--- src/design/nnPkg.sv ---
package nnPkg;

	// ==================================================
	// layer geometry and fixed point
	// ==================================================
	localparam int numInputs = 10;
	localparam int numNeurons = 4;
	localparam int dataWidth = 8;
	localparam int biasWidth = 16;
	localparam int accWidth = 23;
	localparam int fracShift = 6; // result is acc[13:6], bit 5 rounds
	localparam logic [dataWidth-1:0] satValue = dataWidth'(127);

	typedef logic signed [2*dataWidth-1:0] prodType;
	typedef logic signed [accWidth-1:0] accType;

	// ==================================================
	// register map
	// ==================================================
	localparam int addrWidth = 8;
	localparam int busWidth = 32;
	localparam int neuronStride = 64; // bytes per neuron block
	localparam int strideBits = $clog2(neuronStride);
	localparam int biasOffset = 40; // weights sit at 4*i below this

	// neuron 0 comes up as the reference node, the rest blank
	localparam logic signed [dataWidth-1:0] resetWeights [numNeurons][numInputs] = '{
		'{-8'sd14, -8'sd56, 8'sd48, -8'sd40, -8'sd16, -8'sd6, 8'sd12, -8'sd14, -8'sd6, 8'sd34},
		'{default: '0},
		'{default: '0},
		'{default: '0}
	};

	localparam logic signed [biasWidth-1:0] resetBias [numNeurons] = '{
		0: 16'sd1024,
		default: '0
	};

	typedef enum logic [1:0]
	{
		respOkay = 2'b00,
		respSlvErr = 2'b10
	} respType;

endpackage

--- src/design/axiLiteIf.sv ---
`timescale 1ns/10ps

interface axiLiteIf;
	logic [nnPkg::addrWidth-1:0] awaddr;
	logic awvalid;
	logic awready;
	logic [nnPkg::busWidth-1:0] wdata;
	logic wvalid;
	logic wready;
	logic [1:0] bresp;
	logic bvalid;
	logic bready;
	logic [nnPkg::addrWidth-1:0] araddr;
	logic arvalid;
	logic arready;
	logic [nnPkg::busWidth-1:0] rdata;
	logic [1:0] rresp;
	logic rvalid;
	logic rready;

	modport master
	(
		output awaddr, awvalid, wdata, wvalid, bready, araddr, arvalid, rready,
		input awready, wready, bresp, bvalid, arready, rdata, rresp, rvalid
	);

	modport slave
	(
		input awaddr, awvalid, wdata, wvalid, bready, araddr, arvalid, rready,
		output awready, wready, bresp, bvalid, arready, rdata, rresp, rvalid
	);
endinterface

--- src/design/layerRegs.sv ---
`timescale 1ns/10ps

module layerRegs
(
	input logic clk,
	input logic reset,
	axiLiteIf.slave bus,
	output logic [nnPkg::numNeurons-1:0][nnPkg::numInputs-1:0][nnPkg::dataWidth-1:0] weights,
	output logic [nnPkg::numNeurons-1:0][nnPkg::biasWidth-1:0] biases
);
	logic [nnPkg::addrWidth-nnPkg::strideBits-1:0] wrNeuron;
	logic [nnPkg::addrWidth-nnPkg::strideBits-1:0] rdNeuron;
	logic [nnPkg::strideBits-3:0] wrIndex;
	logic [nnPkg::strideBits-3:0] rdIndex;
	logic writeStart;
	logic readStart;
	logic [nnPkg::busWidth-1:0] readWord;

	// ==================================================
	// address decode
	// ==================================================
	function automatic logic addrIsBias(input logic [nnPkg::addrWidth-1:0] addr);
		return int'(addr[nnPkg::strideBits-1:0]) == nnPkg::biasOffset;
	endfunction

	function automatic logic addrMapped(input logic [nnPkg::addrWidth-1:0] addr);
		logic neuronOk;
		logic weightOk;
		neuronOk = int'(addr[nnPkg::addrWidth-1:nnPkg::strideBits]) < nnPkg::numNeurons;
		weightOk = (addr[1:0] == 2'b00)
			&& (int'(addr[nnPkg::strideBits-1:0]) < nnPkg::numInputs * 4);
		return neuronOk && (weightOk || addrIsBias(addr));
	endfunction

	assign wrNeuron = bus.awaddr[nnPkg::addrWidth-1:nnPkg::strideBits];
	assign wrIndex = bus.awaddr[nnPkg::strideBits-1:2];
	assign rdNeuron = bus.araddr[nnPkg::addrWidth-1:nnPkg::strideBits];
	assign rdIndex = bus.araddr[nnPkg::strideBits-1:2];

	// ==================================================
	// write channel
	// ==================================================
	assign writeStart = bus.awvalid && bus.wvalid && !bus.awready && !bus.bvalid;

	always_ff @(posedge clk)
	begin
		if (reset)
		begin
			bus.awready <= 1'b0;
			bus.wready <= 1'b0;
			bus.bvalid <= 1'b0;
		end
		else
		begin
			bus.awready <= writeStart; // single-cycle pulse
			bus.wready <= writeStart;
			if (bus.awready)
				bus.bvalid <= 1'b1;
			else if (bus.bready)
				bus.bvalid <= 1'b0;
		end
	end

	always_ff @(posedge clk)
	begin
		if (bus.awready)
			bus.bresp <= addrMapped(bus.awaddr) ? nnPkg::respOkay : nnPkg::respSlvErr;
	end

	// coefficient store, written as ready goes up
	always_ff @(posedge clk)
	begin
		if (reset)
		begin
			for (int n = 0; n < nnPkg::numNeurons; n++)
			begin
				biases[n] <= nnPkg::resetBias[n];
				for (int i = 0; i < nnPkg::numInputs; i++)
				begin
					weights[n][i] <= nnPkg::resetWeights[n][i];
				end
			end
		end
		else if (writeStart && addrMapped(bus.awaddr))
		begin
			if (addrIsBias(bus.awaddr))
				biases[wrNeuron] <= bus.wdata[nnPkg::biasWidth-1:0];
			else
				weights[wrNeuron][wrIndex] <= bus.wdata[nnPkg::dataWidth-1:0];
		end
	end

	// ==================================================
	// read channel
	// ==================================================
	assign readStart = bus.arvalid && !bus.arready && !bus.rvalid;

	// sign-extended readback, zero when unmapped
	always_comb
	begin
		readWord = '0;
		if (addrMapped(bus.araddr))
		begin
			if (addrIsBias(bus.araddr))
				readWord = {{(nnPkg::busWidth-nnPkg::biasWidth){biases[rdNeuron][nnPkg::biasWidth-1]}},
					biases[rdNeuron]};
			else
				readWord = {{(nnPkg::busWidth-nnPkg::dataWidth)
					{weights[rdNeuron][rdIndex][nnPkg::dataWidth-1]}},
					weights[rdNeuron][rdIndex]};
		end
	end

	always_ff @(posedge clk)
	begin
		if (reset)
		begin
			bus.arready <= 1'b0;
			bus.rvalid <= 1'b0;
		end
		else
		begin
			bus.arready <= readStart;
			if (bus.arready)
				bus.rvalid <= 1'b1;
			else if (bus.rready)
				bus.rvalid <= 1'b0;
		end
	end

	always_ff @(posedge clk)
	begin
		if (bus.arready)
		begin
			bus.rdata <= readWord;
			bus.rresp <= addrMapped(bus.araddr) ? nnPkg::respOkay : nnPkg::respSlvErr;
		end
	end

endmodule

--- src/flat_wrapper.sv ---
// flat-port wrapper written by rule: the top's interface ports become plain ports
module layerRegs_flat 
  (clk, reset, weights, biases, bus_awaddr, bus_awvalid, bus_wdata, bus_wvalid, bus_bready, bus_araddr, bus_arvalid, bus_rready, bus_awready, bus_wready, bus_bresp, bus_bvalid, bus_arready, bus_rdata, bus_rresp, bus_rvalid);
  axiLiteIf bus_i ();
  input logic clk;
  input logic reset;
  output logic [nnPkg::numNeurons-1:0][nnPkg::numInputs-1:0][nnPkg::dataWidth-1:0] weights;
  output logic [nnPkg::numNeurons-1:0][nnPkg::biasWidth-1:0] biases;
  input wire logic [$bits(bus_i.awaddr)-1:0] bus_awaddr;
  input wire logic [$bits(bus_i.awvalid)-1:0] bus_awvalid;
  input wire logic [$bits(bus_i.wdata)-1:0] bus_wdata;
  input wire logic [$bits(bus_i.wvalid)-1:0] bus_wvalid;
  input wire logic [$bits(bus_i.bready)-1:0] bus_bready;
  input wire logic [$bits(bus_i.araddr)-1:0] bus_araddr;
  input wire logic [$bits(bus_i.arvalid)-1:0] bus_arvalid;
  input wire logic [$bits(bus_i.rready)-1:0] bus_rready;
  output wire logic [$bits(bus_i.awready)-1:0] bus_awready;
  output wire logic [$bits(bus_i.wready)-1:0] bus_wready;
  output wire logic [$bits(bus_i.bresp)-1:0] bus_bresp;
  output wire logic [$bits(bus_i.bvalid)-1:0] bus_bvalid;
  output wire logic [$bits(bus_i.arready)-1:0] bus_arready;
  output wire logic [$bits(bus_i.rdata)-1:0] bus_rdata;
  output wire logic [$bits(bus_i.rresp)-1:0] bus_rresp;
  output wire logic [$bits(bus_i.rvalid)-1:0] bus_rvalid;
  assign bus_i.awaddr = bus_awaddr;
  assign bus_i.awvalid = bus_awvalid;
  assign bus_i.wdata = bus_wdata;
  assign bus_i.wvalid = bus_wvalid;
  assign bus_i.bready = bus_bready;
  assign bus_i.araddr = bus_araddr;
  assign bus_i.arvalid = bus_arvalid;
  assign bus_i.rready = bus_rready;
  assign bus_awready = bus_i.awready;
  assign bus_wready = bus_i.wready;
  assign bus_bresp = bus_i.bresp;
  assign bus_bvalid = bus_i.bvalid;
  assign bus_arready = bus_i.arready;
  assign bus_rdata = bus_i.rdata;
  assign bus_rresp = bus_i.rresp;
  assign bus_rvalid = bus_i.rvalid;
  layerRegs u_core (.clk(clk), .reset(reset), .bus(bus_i), .weights(weights), .biases(biases));
endmodule
--- config.mk ---
export PLATFORM = sky130hd
export DESIGN_NAME = layerRegs_flat
export DESIGN_NICKNAME = d
export VERILOG_FILES = /design/src/design/nnPkg.sv /design/src/design/axiLiteIf.sv /design/src/design/layerRegs.sv /design/src/flat_wrapper.sv
export SDC_FILE = /design/constraint.sdc
export NUM_CORES = 1
export LEC_CHECK = 0
export BUFFER_PORTS_ARGS = -buffer_cell sky130_fd_sc_hd__buf_2
export CORE_ASPECT_RATIO = 1.5
export CORE_UTILIZATION = 24
export CTS_BUF_LIST = sky130_fd_sc_hd__clkbuf_8
export CTS_CLUSTER_SIZE = 40
export DETAILED_ROUTE_END_ITERATION = 6
export PLACE_DENSITY_LB_ADDON = 0.12
export SLEW_MARGIN = 5
export SYNTH_ARGS = -nofsm -noshare
export SYNTH_HDL_FRONTEND = slang
export SYNTH_SLANG_ARGS = --single-unit
--- constraint.sdc ---
create_clock -name clk -period 2 [get_ports clk]
set_input_delay 0.3 -clock clk [delete_from_list [all_inputs] [get_ports clk]]
set_output_delay 0.3 -clock clk [all_outputs]
set_load 0.05 [all_outputs]
==> run_results.csv <==
group,metric,value,unit
clocking,clkTransAtPathRegs,60,ps
power,leakagePower,10.6,nW
timing,fin_crit,1960,ps
routing,drt_wl_total,101000,um
worst_setup_path,cp.arrival,2360,ps
worst_setup_path,cp-end-kind,"register",
place,portBuffers,461,
global_route,grtUsageTotal,0.245,
clocking,htree_levels,3,
place,postPlaceCellArea,0.0235,mm2
floorplanning,die-area,0.0791,mm2
worst_setup_path,critPathRequiredTime,2410,ps
worst_setup_path,crit_path_start_kind,"register",
worst_setup_path,reg2reg_depth,4,
synthesis,synth_area_per_cell,9.31,um2
timing,maxSlewHeadroom,0.402,
synthesis,ys.flop_type,"dfxtp_1",
flow_run,drv_cap,0,
worst_setup_path,critPathKind,"register to register",
routing,drcViolationCount,0,
timing,slew_viol_final,0,
global_route,grt_antenna_before_repair,18,
clocking,clock-sinks,406,
timing,setup_viol,0,
synthesis,synth_edf_count,18,
clocking,cts_buffers,73,
place,dp.cells,3462,
power,p_per_area,719,mW/mm2
clocking,clk_latency,680,ps
synthesis,ys_types,46,
worst_setup_path,crit_fanout,3,
global_route,grt_max_degree,72,
timing,hold_viol,0,
global_route,grt_pass1_wl,141000,um
power,ir_drop,0.000329,V
routing,via_per_inst,5.38,
synthesis,syn-instance-count,2009,
run_status,violations,"antenna violations",
final_layout,fin_area,0.0254,mm2
worst_setup_path,r2r_slack,40,ps
timing,tightest_slew,890,ps
worst_setup_path,r2r-end,"u_core.bus.rdata[2]",
synthesis,synth_async_sr_flop_share,0,
final_layout,layout-drive-gt1-share,0.364,
min_path,hold_end,"u_core.weights[155]",
floorplanning,rows,125,
final_layout,syn2layout_area_growth,35.8,%
min_path,worstHoldPathCells,2,
routing,ant_nets,1,
synthesis,syn_area,0.0187,mm2
routing,drt_iter0_markers,2024,
routing,first_pass_iters,6,
routing,wl_per_cell,27.9,um
min_path,hp-start,"reset",
floorplanning,core_region_area,0.0773,mm2
final_layout,stdcell_count,3619,
floorplanning,num_io_pins,480,
global_route,grt_pass1_vias,18500,
floorplanning,start_util,0.242,
global_route,overflow,0,
clocking,cts_tree,"done",
place,globalplace.congestion,0.903,
synthesis,yosysSeqAreaShare,0.444,
min_path,hold_path.class,"input port to register",
routing,vias,19500,
floorplanning,die_y,344,um
clocking,cts_root_buf,"clkbuf_8",
synthesis,ys_warn_count,0,
timing,tns,0,ps
final_layout,final_nets,2595,
place,dp_hpwl,72200,um
floorplanning,die-width,230,um
timing,fin_skew,41.6,ps
timing,clock.fmax,0.511,GHz
worst_setup_path,reg2reg_from,"u_core.weights[170]",
clocking,clock_tree.buffer_depth,3,
synthesis,synth_seq_cells,406,
timing,layout_worst_path_cycle_share,0.978,
run_status,status,"complete, but fails checks",
[final cells by class]
type                    count  area (um2)
multi-input cells        1337        9300
diodes                      7        17.5
flip-flops and latches    406        8310
repair buffers            718        4910
well taps                1016        1270
inverters                   4        15.0
clock buffers              98        1350
fillers                  8075       51900
clock inverters            33         225
[repair_timing]
item                       4_1_cts  5_1_grt
gates resized for setup          8       15
cloned                           0        2
setup endpoints to repair       31       33
hold endpoints to repair        40        0
pin swaps                        0        2
hold buffers                    12        0
buffers inserted                 1        4
[routing by layer]
metal	routed length, um	GRT usage	share of wire	vias up
met5	65	0	0.00064	-
met4	3330	0.0865	0.033	10
met3	6920	0.0469	0.069	152
met2	50900	0.426	0.50	996
met1	39600	0.301	0.39	9794
li1	-	-	-	8530
[through the flow]
stage / setup WS [ps] / hold slack, ps / utilization / power [W]
floorplan: 11.7 / 444 / - / 0.00919
global placement: -599 / 434 / 0.304 / 0.00982
detailed placement: -690 / 447 / 0.304 / 0.00983
CTS: 4.40 / 56.4 / 0.327 / 0.0185
global route: -1.89 / 82.9 / 0.329 / 0.0189
finish: 44.7 / 76.1 / 0.329 / 0.0183
[Yosys cell counts (2+ instances only)]
cell / instances / area [um2]
nor3b_1: 2 / 15.0
and4_1: 5 / 43.8
or3_1: 2 / 12.5
and3b_1: 3 / 26.3
buf_1: 7 / 26.3
buf_6: 2 / 22.5
nor3_1: 6 / 30.0
a31o_2: 6 / 52.6
buf_12: 2 / 40.0
o21ai_0: 287 / 1440
dfxtp_1: 388 / 7770
buf_2: 64 / 320
nand2_1: 20 / 75.1
and3_1: 49 / 307
nand4_1: 11 / 68.8
and2_1: 3 / 18.8
mux4_2: 85 / 1910
buf_4: 25 / 188
inv_1: 4 / 15.0
nor2b_1: 10 / 62.6
a22o_1: 12 / 105
o221ai_1: 6 / 52.6
a22oi_1: 9 / 67.6
a21oi_1: 295 / 1480
a211o_1: 40 / 350
nor2_1: 77 / 289
nand4_4: 4 / 85.1
nand2b_1: 4 / 25.0
nor3b_2: 2 / 25.0
edfxtp_1: 18 / 541
a221oi_1: 12 / 105
mux4_1: 11 / 289
nand3_1: 290 / 1450
mux2i_1: 63 / 631
clkbuf_1: 162 / 608
o21ai_1: 13 / 65.1
[how the worst max path moves through the flow]
| stage | startpoint | slack (ps) | depth (start not counted) | endpoint |
|---|---|---|---|---|
| after floorplan | u_core.bus.awready | 10 | 6 | u_core.biases[11] |
| after global placement | bus_araddr[6] | -600 | 8 | u_core.bus.rdata[3] |
| after detailed placement | bus_araddr[6] | -690 | 8 | u_core.bus.rdata[3] |
| after CTS | u_core.weights[137] | 4 | 5 | u_core.bus.rdata[1] |
| after global routing | u_core.bus.awready | -2 | 7 | u_core.weights[196] |
| final | u_core.weights[170] | 40 | 4 | u_core.bus.rdata[2] |
[cell families after synthesis]
family          Yosys count  synth area share
compound gates          681             0.199
buf+inv                 267            0.0655
other cells               1          0.000200
flops                   406             0.444
mux                     160             0.152
simple gates            494             0.139
[cell usage in the layout (no fill, tap or decap), types with 21 or more instances in the layout]
master,count
buf_2,458
dfxtp_1,387
a21oi_1,295
nand3_1,290
o21ai_0,284
buf_4,196
clkbuf_8,98
mux4_2,87
nor2_1,73
mux2i_1,63
and3_1,49
buf_12,47
a211o_1,40
inv_1,21
[power breakdown]
part	internal [W]	switching, W	total [W]	leakage [nW]
Sequential	0.00817	0.0000194	0.00819	3.29
Clock	0.00476	0.00383	0.00858	0.877
Combinational	0.000470	0.00102	0.00149	6.48
Total	0.0134	0.00487	0.0183	10.6
[sequential cells by signal, indices dropped and copies added (netlist names)]
register	flops
u_core.weights	320
u_core.biases	64
u_core.bus.rdata	16
u_core.bus.arready	1
u_core.bus.awready	1
u_core.bus.bresp	1
u_core.bus.bvalid	1
u_core.bus.rresp	1
u_core.bus.rvalid	1
[worst max-delay path, cell delays in order (launching register included)]
cell	delay (ps)
dfxtp_1	350
mux4_1	540
a22o_1	260
a221oi_1	380
o221ai_1	160
Note: power is estimated with default switching activity, not from simulation.
